==> src/logic/mem_edge_pkg.sv <==
package mem_edge_pkg;

    // ====================
    // Request field widths
    // ====================

    // Line address and line data, data kept narrow for simulation
    localparam int ADDR_W  = 32;
    localparam int DATA_W  = 64;
    localparam int MDATA_W = 16;

    // Metadata bit reserved for reads issued on behalf of the page table walker
    localparam int WALK_TAG_BIT = 15;

    // ====================
    // Write heap geometry
    // ====================

    // A multi-beat write shares one heap slot across all of its beats
    localparam int MAX_BEATS  = 4;
    localparam int BEAT_W     = 2;
    localparam int HEAP_SLOTS = 8;
    localparam int SLOT_W     = 3;

    // Heap entries are addressed as {slot, beat}
    localparam int HEAP_DEPTH  = HEAP_SLOTS * MAX_BEATS;
    localparam int HEAP_ADDR_W = SLOT_W + BEAT_W;

    // ====================
    // Enumerations
    // ====================

    // Page table walker port progress through one four-phase transaction
    typedef enum logic [1:0] {
        WALK_IDLE,
        WALK_ISSUE,
        WALK_WAIT,
        WALK_ACK
    } walk_state_t;

    // Opcode placed on the memory read channel
    typedef enum logic [1:0] {
        OP_NONE,
        OP_RD_LINE,
        OP_WR_LINE
    } req_op_t;

endpackage

==> src/logic/walk_read_port.sv <==
module walk_read_port
    import mem_edge_pkg::*;
(
    input  logic              clk,
    input  logic              reset,

    // Four-phase handshake with the page table walker
    input  logic              walk_req,
    input  logic [ADDR_W-1:0] walk_addr,
    output logic              walk_ack,
    output logic [DATA_W-1:0] walk_data,

    // Read issue toward the request merger
    input  logic              rd_almost_full,
    output logic              issue_valid,
    output logic [ADDR_W-1:0] issue_addr,

    // Tagged read response from the response steering block
    input  logic              rsp_tagged,
    input  logic [DATA_W-1:0] rsp_data
);

    walk_state_t       state;
    logic [ADDR_W-1:0] req_addr;

    // The read goes out in the first ISSUE cycle where the channel has room
    assign issue_valid = (state == WALK_ISSUE) && !rd_almost_full;
    assign issue_addr  = req_addr;

    // Ack is held for as long as the walker keeps its request up
    assign walk_ack = (state == WALK_ACK);

    always_ff @(posedge clk)
    begin
        case (state)
            WALK_IDLE:
            begin
                // A request seen in IDLE is a new rising edge, since the walker
                // only raises it while ack is low
                if (walk_req)
                begin
                    req_addr <= walk_addr;
                    state    <= WALK_ISSUE;
                end
            end
            WALK_ISSUE:
            begin
                if (issue_valid)
                begin
                    state <= WALK_WAIT;
                end
            end
            WALK_WAIT:
            begin
                // Only one walker read is ever outstanding, so any tagged
                // response belongs to it
                if (rsp_tagged)
                begin
                    walk_data <= rsp_data;
                    state     <= WALK_ACK;
                end
            end
            default:
            begin
                if (!walk_req)
                begin
                    state <= WALK_IDLE;
                end
            end
        endcase

        if (reset)
        begin
            state <= WALK_IDLE;
        end
    end

endmodule

==> src/logic/read_req_merge.sv <==
module read_req_merge
    import mem_edge_pkg::*;
(
    // Accelerator read requests
    input  logic               afu_rd_valid,
    input  logic [ADDR_W-1:0]  afu_rd_addr,
    input  logic [MDATA_W-1:0] afu_rd_mdata,
    output logic               afu_rd_ready,

    // Read issued by the walker port
    input  logic               walk_issue_valid,
    input  logic [ADDR_W-1:0]  walk_issue_addr,

    // Memory read channel
    input  logic               mem_rd_almost_full,
    output logic               mem_rd_valid,
    output req_op_t            mem_rd_op,
    output logic [ADDR_W-1:0]  mem_rd_addr,
    output logic [MDATA_W-1:0] mem_rd_mdata
);

    // ====================
    // Request selection
    // ====================

    // The walker takes the slot whenever it is issuing, and the accelerator
    // stalls for that cycle
    assign afu_rd_ready = !mem_rd_almost_full && !walk_issue_valid;

    always_comb
    begin
        // Accelerator requests pass through in the same cycle
        mem_rd_valid = afu_rd_valid && !mem_rd_almost_full;
        mem_rd_addr  = afu_rd_addr;
        mem_rd_mdata = afu_rd_mdata;

        // walk_issue_valid already implies the channel has room
        if (walk_issue_valid)
        begin
            // Walker reads carry only the reserved tag bit in their metadata
            mem_rd_valid = 1'b1;
            mem_rd_addr  = walk_issue_addr;
            mem_rd_mdata = '0;
            mem_rd_mdata[WALK_TAG_BIT] = 1'b1;
        end

        // Every issued request on this channel is a line read
        mem_rd_op = mem_rd_valid ? OP_RD_LINE : OP_NONE;
    end

endmodule

==> src/logic/read_rsp_steer.sv <==
module read_rsp_steer
    import mem_edge_pkg::*;
(
    input  logic               clk,
    input  logic               reset,

    // Read responses from memory
    input  logic               mem_rsp_valid,
    input  logic [MDATA_W-1:0] mem_rsp_mdata,
    input  logic [DATA_W-1:0]  mem_rsp_data,

    // Walker side, decided in the same cycle as the response
    output logic               rsp_tagged,
    output logic [DATA_W-1:0]  rsp_data_out,

    // Accelerator side
    output logic               afu_rsp_valid,
    output logic [MDATA_W-1:0] afu_rsp_mdata,
    output logic [DATA_W-1:0]  afu_rsp_data
);

    logic is_walk_rsp;

    // The reserved bit alone decides the destination
    assign is_walk_rsp  = mem_rsp_mdata[WALK_TAG_BIT];
    assign rsp_tagged   = mem_rsp_valid && is_walk_rsp;
    assign rsp_data_out = mem_rsp_data;

    // Untagged responses go to the accelerator through one register stage.
    // Tagged ones never raise the accelerator valid
    always_ff @(posedge clk)
    begin
        afu_rsp_valid <= mem_rsp_valid && !is_walk_rsp;
        afu_rsp_mdata <= mem_rsp_mdata;
        afu_rsp_data  <= mem_rsp_data;

        if (reset)
        begin
            afu_rsp_valid <= 1'b0;
        end
    end

endmodule

==> src/logic/write_heap.sv <==
module write_heap
    import mem_edge_pkg::*;
(
    input  logic              clk,
    input  logic              reset,

    // Fill port, driven by the accelerator
    input  logic              fill_en,
    input  logic [SLOT_W-1:0] fill_slot,
    input  logic [BEAT_W-1:0] fill_beat,
    input  logic [DATA_W-1:0] fill_data,

    // Read port, driven by the write beat expander
    input  logic [SLOT_W-1:0] rd_slot,
    input  logic [BEAT_W-1:0] rd_beat,
    output logic [DATA_W-1:0] rd_data
);

    logic [DATA_W-1:0]      mem [HEAP_DEPTH];

    logic                   fill_en_q;
    logic [HEAP_ADDR_W-1:0] fill_addr_q;
    logic [DATA_W-1:0]      fill_data_q;
    logic [HEAP_ADDR_W-1:0] rd_addr_q;

    // ====================
    // Fill port
    // ====================

    // Fill requests spend one cycle in a register before reaching the array
    always_ff @(posedge clk)
    begin
        fill_en_q   <= fill_en;
        fill_addr_q <= {fill_slot, fill_beat};
        fill_data_q <= fill_data;

        if (reset)
        begin
            fill_en_q <= 1'b0;
        end
    end

    always_ff @(posedge clk)
    begin
        if (fill_en_q)
        begin
            mem[fill_addr_q] <= fill_data_q;
        end
    end

    // ====================
    // Read port
    // ====================

    // Address register then output register, two cycles from address to data
    always_ff @(posedge clk)
    begin
        rd_addr_q <= {rd_slot, rd_beat};
        rd_data   <= mem[rd_addr_q];
    end

endmodule

==> src/logic/write_beat_expander.sv <==
module write_beat_expander
    import mem_edge_pkg::*;
(
    input  logic              clk,
    input  logic              reset,

    // Accelerator write requests
    input  logic              afu_wr_valid,
    input  logic [ADDR_W-1:0] afu_wr_addr,
    input  logic [BEAT_W-1:0] afu_wr_len,
    input  logic [SLOT_W-1:0] afu_wr_slot,
    output logic              afu_wr_ready,

    // Heap read port
    output logic [SLOT_W-1:0] heap_rd_slot,
    output logic [BEAT_W-1:0] heap_rd_beat,
    input  logic [DATA_W-1:0] heap_rd_data,

    // Memory write channel
    input  logic              mem_wr_almost_full,
    output logic              mem_wr_valid,
    output logic [ADDR_W-1:0] mem_wr_addr,
    output logic              mem_wr_sop,
    output logic [DATA_W-1:0] mem_wr_data,

    // Heap slot release
    output logic              slot_free,
    output logic [SLOT_W-1:0] slot_free_idx
);

    // Stage 1 holds the write being expanded
    logic              stg1_valid;
    logic [ADDR_W-1:0] stg1_addr;
    logic [SLOT_W-1:0] stg1_slot;
    logic [BEAT_W-1:0] stg1_beat;
    logic [BEAT_W-1:0] stg1_rem;

    // Stages 2 and 3 carry one beat each
    logic              stg2_valid;
    logic [ADDR_W-1:0] stg2_addr;
    logic              stg2_sop;
    logic              stg3_valid;
    logic [ADDR_W-1:0] stg3_addr;
    logic              stg3_sop;

    logic              may_fire;
    logic              beat_move;
    logic              packet_done;
    logic              take_req;

    // Slot release travels one cycle behind the last beat leaving stage 1
    logic              free_pend;
    logic [SLOT_W-1:0] free_pend_idx;

    // ====================
    // Stage 1 control
    // ====================

    assign may_fire    = !mem_wr_almost_full;
    assign beat_move   = stg1_valid && may_fire;

    // The last beat is the one with no beats remaining behind it
    assign packet_done = beat_move && (stg1_rem == '0);

    // A new write enters when stage 1 is empty or is emptying this cycle
    assign afu_wr_ready = !stg1_valid || packet_done;
    assign take_req     = afu_wr_valid && afu_wr_ready;

    // The heap address follows stage 1 so data is two cycles behind it
    assign heap_rd_slot = stg1_slot;
    assign heap_rd_beat = stg1_beat;

    always_ff @(posedge clk)
    begin
        if (take_req)
        begin
            stg1_valid <= 1'b1;
            stg1_addr  <= afu_wr_addr;
            stg1_slot  <= afu_wr_slot;
            stg1_beat  <= '0;
            stg1_rem   <= afu_wr_len;
        end
        else if (packet_done)
        begin
            stg1_valid <= 1'b0;
        end
        else if (beat_move)
        begin
            // Middle of a multi-beat write
            stg1_beat <= stg1_beat + 1'b1;
            stg1_rem  <= stg1_rem - 1'b1;
        end

        // Release the slot on the edge after its last beat has left stage 1,
        // in step with that beat reaching the memory write channel
        free_pend     <= packet_done;
        free_pend_idx <= stg1_slot;
        slot_free     <= free_pend;
        slot_free_idx <= free_pend_idx;

        if (reset)
        begin
            stg1_valid <= 1'b0;
            free_pend  <= 1'b0;
            slot_free  <= 1'b0;
        end
    end

    // ====================
    // Stages 2 and 3
    // ====================

    always_ff @(posedge clk)
    begin
        // Stage 2 takes a bubble while the memory channel is almost full
        stg2_valid <= beat_move;
        stg2_sop   <= (stg1_beat == '0);

        // Base address is aligned, so OR-ing the beat index selects the line
        stg2_addr  <= {stg1_addr[ADDR_W-1:BEAT_W], stg1_addr[BEAT_W-1:0] | stg1_beat};

        // Stage 3 lines up with the heap read data
        stg3_valid <= stg2_valid;
        stg3_addr  <= stg2_addr;
        stg3_sop   <= stg2_sop;

        if (reset)
        begin
            stg2_valid <= 1'b0;
            stg3_valid <= 1'b0;
        end
    end

    assign mem_wr_valid = stg3_valid;
    assign mem_wr_addr  = stg3_addr;
    assign mem_wr_sop   = stg3_sop;
    assign mem_wr_data  = heap_rd_data;

endmodule

==> src/logic/mem_edge_top.sv <==
module mem_edge_top
    import mem_edge_pkg::*;
(
    input  logic               clk,
    input  logic               reset,

    // Accelerator read requests
    input  logic               afu_rd_valid,
    input  logic [ADDR_W-1:0]  afu_rd_addr,
    input  logic [MDATA_W-1:0] afu_rd_mdata,
    output logic               afu_rd_ready,

    // Memory read channel
    output logic               mem_rd_valid,
    output req_op_t            mem_rd_op,
    output logic [ADDR_W-1:0]  mem_rd_addr,
    output logic [MDATA_W-1:0] mem_rd_mdata,
    input  logic               mem_rd_almost_full,

    // Read responses
    input  logic               mem_rsp_valid,
    input  logic [MDATA_W-1:0] mem_rsp_mdata,
    input  logic [DATA_W-1:0]  mem_rsp_data,
    output logic               afu_rsp_valid,
    output logic [MDATA_W-1:0] afu_rsp_mdata,
    output logic [DATA_W-1:0]  afu_rsp_data,

    // Page table walker
    input  logic               walk_req,
    input  logic [ADDR_W-1:0]  walk_addr,
    output logic               walk_ack,
    output logic [DATA_W-1:0]  walk_data,

    // Write heap fill
    input  logic               heap_fill_en,
    input  logic [SLOT_W-1:0]  heap_fill_slot,
    input  logic [BEAT_W-1:0]  heap_fill_beat,
    input  logic [DATA_W-1:0]  heap_fill_data,

    // Accelerator write requests
    input  logic               afu_wr_valid,
    input  logic [ADDR_W-1:0]  afu_wr_addr,
    input  logic [BEAT_W-1:0]  afu_wr_len,
    input  logic [SLOT_W-1:0]  afu_wr_slot,
    output logic               afu_wr_ready,

    // Memory write channel
    output logic               mem_wr_valid,
    output logic [ADDR_W-1:0]  mem_wr_addr,
    output logic               mem_wr_sop,
    output logic [DATA_W-1:0]  mem_wr_data,
    input  logic               mem_wr_almost_full,

    // Slot release
    output logic               slot_free,
    output logic [SLOT_W-1:0]  slot_free_idx
);

    logic              walk_issue_valid;
    logic [ADDR_W-1:0] walk_issue_addr;
    logic              rsp_tagged;
    logic [DATA_W-1:0] rsp_data;
    logic [SLOT_W-1:0] heap_rd_slot;
    logic [BEAT_W-1:0] heap_rd_beat;
    logic [DATA_W-1:0] heap_rd_data;

    // ====================
    // Read path
    // ====================

    walk_read_port walk_port (
        .clk,
        .reset,
        .walk_req,
        .walk_addr,
        .rd_almost_full (mem_rd_almost_full),
        .rsp_tagged,
        .rsp_data,
        .walk_ack,
        .walk_data,
        .issue_valid    (walk_issue_valid),
        .issue_addr     (walk_issue_addr)
    );

    read_req_merge rd_merge (
        .afu_rd_valid,
        .afu_rd_addr,
        .afu_rd_mdata,
        .walk_issue_valid,
        .walk_issue_addr,
        .mem_rd_almost_full,
        .afu_rd_ready,
        .mem_rd_valid,
        .mem_rd_op,
        .mem_rd_addr,
        .mem_rd_mdata
    );

    read_rsp_steer rsp_steer (
        .clk,
        .reset,
        .mem_rsp_valid,
        .mem_rsp_mdata,
        .mem_rsp_data,
        .rsp_tagged,
        .rsp_data_out   (rsp_data),
        .afu_rsp_valid,
        .afu_rsp_mdata,
        .afu_rsp_data
    );

    // ====================
    // Write path
    // ====================

    write_heap heap (
        .clk,
        .reset,
        .fill_en        (heap_fill_en),
        .fill_slot      (heap_fill_slot),
        .fill_beat      (heap_fill_beat),
        .fill_data      (heap_fill_data),
        .rd_slot        (heap_rd_slot),
        .rd_beat        (heap_rd_beat),
        .rd_data        (heap_rd_data)
    );

    write_beat_expander wr_expand (
        .clk,
        .reset,
        .afu_wr_valid,
        .afu_wr_addr,
        .afu_wr_len,
        .afu_wr_slot,
        .mem_wr_almost_full,
        .heap_rd_data,
        .afu_wr_ready,
        .heap_rd_slot,
        .heap_rd_beat,
        .mem_wr_valid,
        .mem_wr_addr,
        .mem_wr_sop,
        .mem_wr_data,
        .slot_free,
        .slot_free_idx
    );

endmodule

==> config.mk <==
export PLATFORM = sky130hd
export DESIGN_NAME = mem_edge_top
export DESIGN_NICKNAME = d
export VERILOG_FILES = /design/src/logic/mem_edge_pkg.sv /design/src/logic/walk_read_port.sv /design/src/logic/read_req_merge.sv /design/src/logic/read_rsp_steer.sv /design/src/logic/write_heap.sv /design/src/logic/write_beat_expander.sv /design/src/logic/mem_edge_top.sv
export SDC_FILE = /design/constraint.sdc
export NUM_CORES = 2
export LEC_CHECK = 0
export BUFFER_PORTS_ARGS = -buffer_cell sky130_fd_sc_hd__buf_4
export CAP_MARGIN = 10
export CORE_MARGIN = 10
export CORE_UTILIZATION = 39
export DETAILED_ROUTE_END_ITERATION = 7
export SYNTH_ARGS = -nofsm -noshare
export SYNTH_HDL_FRONTEND = slang
export SYNTH_HIERARCHICAL = 1
export SYNTH_SLANG_ARGS = --single-unit
export TNS_END_PERCENT = 10
==> constraint.sdc <==
create_clock -name clk -period 5.8 [get_ports clk]
set_clock_uncertainty 0.15 [all_clocks]
set_input_delay 0.29 -clock clk [delete_from_list [all_inputs] [get_ports clk]]
set_output_delay 0.29 -clock clk [all_outputs]
set_load 0.05 [all_outputs]
Word level (Yosys, flattened, before mapping)
Memory sizes are Yosys's and may differ from the RTL's. A register that Yosys moved wholly into a read port is not among the register bits.
Cells that the tools add are included.
- memory bits (read-only): 0
- bits in registers: 370
- memories: 1
- bits of input ports: 275
- output and inout bits: 301
- memory bits (writable): 2048
- latch bits: 0
- logic and storage cells: 78
- memories (name ; words ; bits a word ; read ports ; clocked after Yosys merged registers in ; wr ports ; RTL line ; source):
    heap.mem ; 32 ; 64 ; 1 ; 1 ; 1 ; write_heap.sv:19 ; logic [DATA_W-1:0] mem [HEAP_DEPTH];
- multiplexer cells: 16
- bitwise logic cells: 2
- add/sub/neg operators: 2
- multiply operators: 0
- shift-type cells: 0
- order comparisons: 0
- divide/modulo/power cells: 0
- reduce and logical (&&, ||, !) cells: 24
- eq/ne operators: 8
- operators with widths (kind ; count):
    $mux 32 ; 1
    $mux 16 ; 1
    $mux 2 ; 7
    $logic_and 1x1->1 ; 8
    $reduce_and 2->1 ; 4
    $logic_not 2->1 ; 3
    $mux 1 ; 6
    $pmux 2 s3 ; 1
    $logic_not 1->1 ; 5
    $eq 2x2->1 const B ; 2
    $ne 2x1->1 const B ; 2
    $ne 2x2->1 const B ; 2
    $ne 4x1->1 const B ; 1
    $reduce_and 4->1 ; 1
    $reduce_bool 2->1 ; 2
    $add 2x1->2 const B ; 1
    $eq 2x1->1 const B ; 1
    $or 2x2->2 ; 1
    $sub 2x1->2 const B ; 1
    $logic_or 1x1->1 ; 1
    $not 1->1 ; 1

Logic depth before layout (Yosys ltp)
- depth in word-level cells: 7
- mapped depth: 8
- mapped depth without buffers: 5

Modules after synthesis
The synthesis kept the hierarchy.
- modules (own cells, without submodules) (module ; sequential area each (µm²) ; area an instance (µm²) ; instances ; cells each):
    write_heap ; 64281.7 ; 80709.9 ; 1 ; 3846
    write_beat_expander ; 2692.6 ; 3385.7 ; 1 ; 208
    walk_read_port ; 2922.8 ; 3124.2 ; 1 ; 118
    read_rsp_steer ; 1621.6 ; 2122.0 ; 1 ; 147
    read_req_merge ; 0.0 ; 544.3 ; 1 ; 59

Worst setup path before layout
No wires, ideal clock.
- kind: register to register
- start point: register heap.fill_en_q
- end point: memory heap.mem[28][0] (enable)
- data arrival time: 3.659 ns
- library setup time: 0.487 ns
- path buffers: 1
- required time: 5.163 ns
- period minus slack after synthesis: 4.296 ns
- path slack: 1.504 ns
- cell stages (with the launch flop): 4
- path through: dfxtp_1 or3b_2 clkbuf_1 nor2_1
- word-level cells in the longest chain between the ends: 2
- ends and longest elaborated chain (element ; RTL line ; source):
    start, declared ; write_heap.sv:21 ; logic fill_en_q;
    start signal, assigned ; write_heap.sv:33 ; fill_en_q <= fill_en;
    $mux 1 ; write_heap.sv:45 ; if (fill_en_q)
    $mux 1 (not written as such) ; write_heap.sv:47 ; mem[fill_addr_q] <= fill_data_q;
    end, declared ; write_heap.sv:19 ;
Every way passes these cells.

==> results.yml <==
worst_setup_path:
  required_ns: 6.42
  cp-start-kind: "register"
  cp.arrival_ns: 4.14
  ff2ff_setup_slack_ns: 2.28
  r2r_end: "heap/rd_data[25]"
  cp-end-kind: "register"
  crit_start: "heap/rd_addr_q[1]"
  cp_max_fo: 33
  endpoint: "heap/rd_data[25]"
  regToRegStartpoint: "heap/rd_addr_q[1]"
  reg2reg_depth: 5
  worst-setup-path-type: "register to register"
power:
  finalPower_mw: 40.1
  powerDensity_nw_per_um2: 364
  p_leak_nw: 37.2
  ir_drop_uv: 318
die:
  die-area_um2: 250000
  die_x_um: 500
  rows: 176
  core_um2: 230000
  initial_core_util: 0.391
  die_h_um: 500
  ioPinCount: 576
global_route:
  grt_pass1_vias: 47120
  grt_pass1_wl_um: 341000
  antenna_found_initial: 3
  grt_overflow_total: 0
  grt_usage: 0.184
  grt_max_degree: 114
run_status:
  status: "complete, no violations"
sta:
  fmax_ghz: 0.284
  rsz0062_at_grt: "no"
  slew_headroom: 0.195
  hold_violations: 0
  tns_ns: 0
  finalMaxSlewViolations: 0
  setup_viol: 0
  tightestPinTransition_ns: 1.20
  fin_crit_ns: 3.52
  fin_crit_sh: 0.607
logic_synthesis:
  ys_ff_latch: 2482
  yosysUniqueCellTypes: 46
  synth.net_count: 4660
  async_reset_ff_frac: 0
  synth_edf_count: 2181
  yosysTopAreaCellShare: 0.729
  ys.warnings.count: 6
  synth_flop_cell: "edfxtp_1"
  ys_seq_area_frac: 0.796
  syn_area_per_cell_um2: 20.5
  yosysTopAreaCell: "edfxtp_1"
  synth_area_leaders: "edfxtp_1, dfxtp_1, mux4_2, mux2i_1, a22oi_1"
  syn-cell-area_um2: 89900
  syn_inst: 4378
placement:
  port_buffers: 574
  dpl.hpwl_um: 129000
  place_congestion: 0.791
clock_tree:
  postCtsSetupBuffers: 0
  clk_latency_ns: 0.88
  cts_tree: "built"
  clkTransAtPathRegs_ns: 0.06
  clockRootBuffer: "clkbuf_16"
  htreeDepth: 4
  cts_sinks: 2482
  cts_made_buffers: 241
  clock_path_buffers: 3
detailed_routing:
  first_pass_iters: 6
  drc_errors: 0
  wl_per_cell_um: 27.4
  wl_um: 236000
  drtIter0Drc: 4255
  vias: 45963
  viasPerCell: 5.33
  ant_nets: 0
final_layout:
  diodes: 0
  layout-drive-gt1-share: 0.248
  final_nets: 5662
  areaGrowthSynthToFinish_pct: 22.4
min_path:
  holdCritPathClass: "primary input to register"
run:
  cap_violations: 0
[final cells by class]
class                      instances  area [um^2]
fill                           18714       120000
multi-input combinational       1539        16600
clock inverter                   138         1660
timing repair buffer            1107         9850
inverter                           9         33.8
sequential                      2482        71500
tap                             3026         3790
clock buffer                     324         6590
[worst min path at each step]
stage | slack, ns | from | cells past startpoint | endpoint
after detailed placement | 0.16 | wr_expand/stg2_addr[22] | 0 | wr_expand/mem_wr_addr[22]
final | 0.03 | mem_rsp_data[13] | 2 | walk_port/walk_data[13]
after global routing | 0.02 | mem_rsp_data[13] | 2 | walk_port/walk_data[13]
after CTS | 0.0006 | mem_rsp_data[14] | 2 | walk_port/walk_data[14]
after global placement | 0.16 | wr_expand/stg2_addr[6] | 0 | wr_expand/mem_wr_addr[6]
after floorplan | 0.16 | wr_expand/stg2_addr[0] | 0 | wr_expand/mem_wr_addr[0]
[cell families after synthesis]
logic type	count (synthesis)	synth area share
buf+inv	357	0.0236
simple gates	291	0.0176
flops	2482	0.796
mux	804	0.126
compound gates	436	0.0365
other cells	1	0.0000417
fa+ha+maj	7	0.000974
[per-layer routing]
metal,vias up,part of all wire,GRT usage
met1,24294,0.42,0.251
met2,1612,0.49,0.307
met3,328,0.064,0.0332
met5,-,0.000051,0
met4,2,0.021,0.0435
li1,19727,-,-
[worst max-delay path, stage by stage (launching register included)]
cell and delay, ns:
dfxtp_4 0.66, nor2b_4 0.95, nor2b_4 0.93, buf_4 0.42, a22oi_1 0.12, nand3_1 0.13
[power breakdown]
part	switching (mW)	internal (mW)
combinational	2.22	1.48
sequential	0.465	19.9
clock	6.81	9.27
[through the flow]
stage	utilization	setup WS [ns]	hold slack, ns	instances	cell area [um^2]
2_1_floorplan	-	1.50	0.160	4378	89900
3_3_place_gp	0.424	2.35	0.160	7713	97300
3_5_place_dp	0.424	2.31	0.162	7713	97300
4_1_cts	0.479	2.24	0.000561	8625	110000
5_1_grt	0.479	2.19	0.0176	8625	110000
6_report	0.479	2.28	0.0300	8625	110000
[cells in the final DEF, fill, tap and decap left out, drive strengths merged, types with 7 or more instances in the layout]
cell            n
edfxtp       2181
buf           657
mux2i         514
dlygate4sd3   450
a22oi         328
clkbuf        324
dfxtp         301
mux4          256
nand3         123
clkinv         88
nor2           44
a22o           43
a31oi          43
nor2b          38
mux2           34
nand4          31
bufinv         28
inv            18
nand2          15
clkinvlp       13
a21oi          12
and2           12
ha              7
[Yosys cell counts (33+ instances only)]
| cell type | instances |
|---|---|
| a22o_1 | 43 |
| a22oi_1 | 328 |
| a31oi_1 | 43 |
| buf_2 | 95 |
| buf_4 | 157 |
| clkbuf_1 | 72 |
| dfxtp_1 | 301 |
| edfxtp_1 | 2181 |
| mux2_2 | 33 |
| mux2i_1 | 514 |
| mux4_2 | 256 |
| nand3_1 | 123 |
| nor2_1 | 44 |
| nor2b_1 | 37 |
[flip-flops by register name, summed over array words and instances (netlist names), 5 cells and up]
name                     cells
heap/fill_data_q            64
wr_expand/stg1_addr         32
rsp_steer/afu_rsp_mdata     16
wr_expand/mem_wr_addr       32
heap/rd_data                64
heap/fill_addr_q             5
heap/rd_addr_q               5
heap/mem                  2048
walk_port/issue_addr        32
wr_expand/stg2_addr         32
walk_port/walk_data         64
rsp_steer/afu_rsp_data      64
[repair_timing]
| item | in CTS | in global routing |
|---|---|---|
| endpoints found under the hold margin | 304 | 0 |
| resized for setup | 0 | 0 |
| hold buffers | 450 | 0 |
Note: power is estimated with default switching activity, not from simulation.
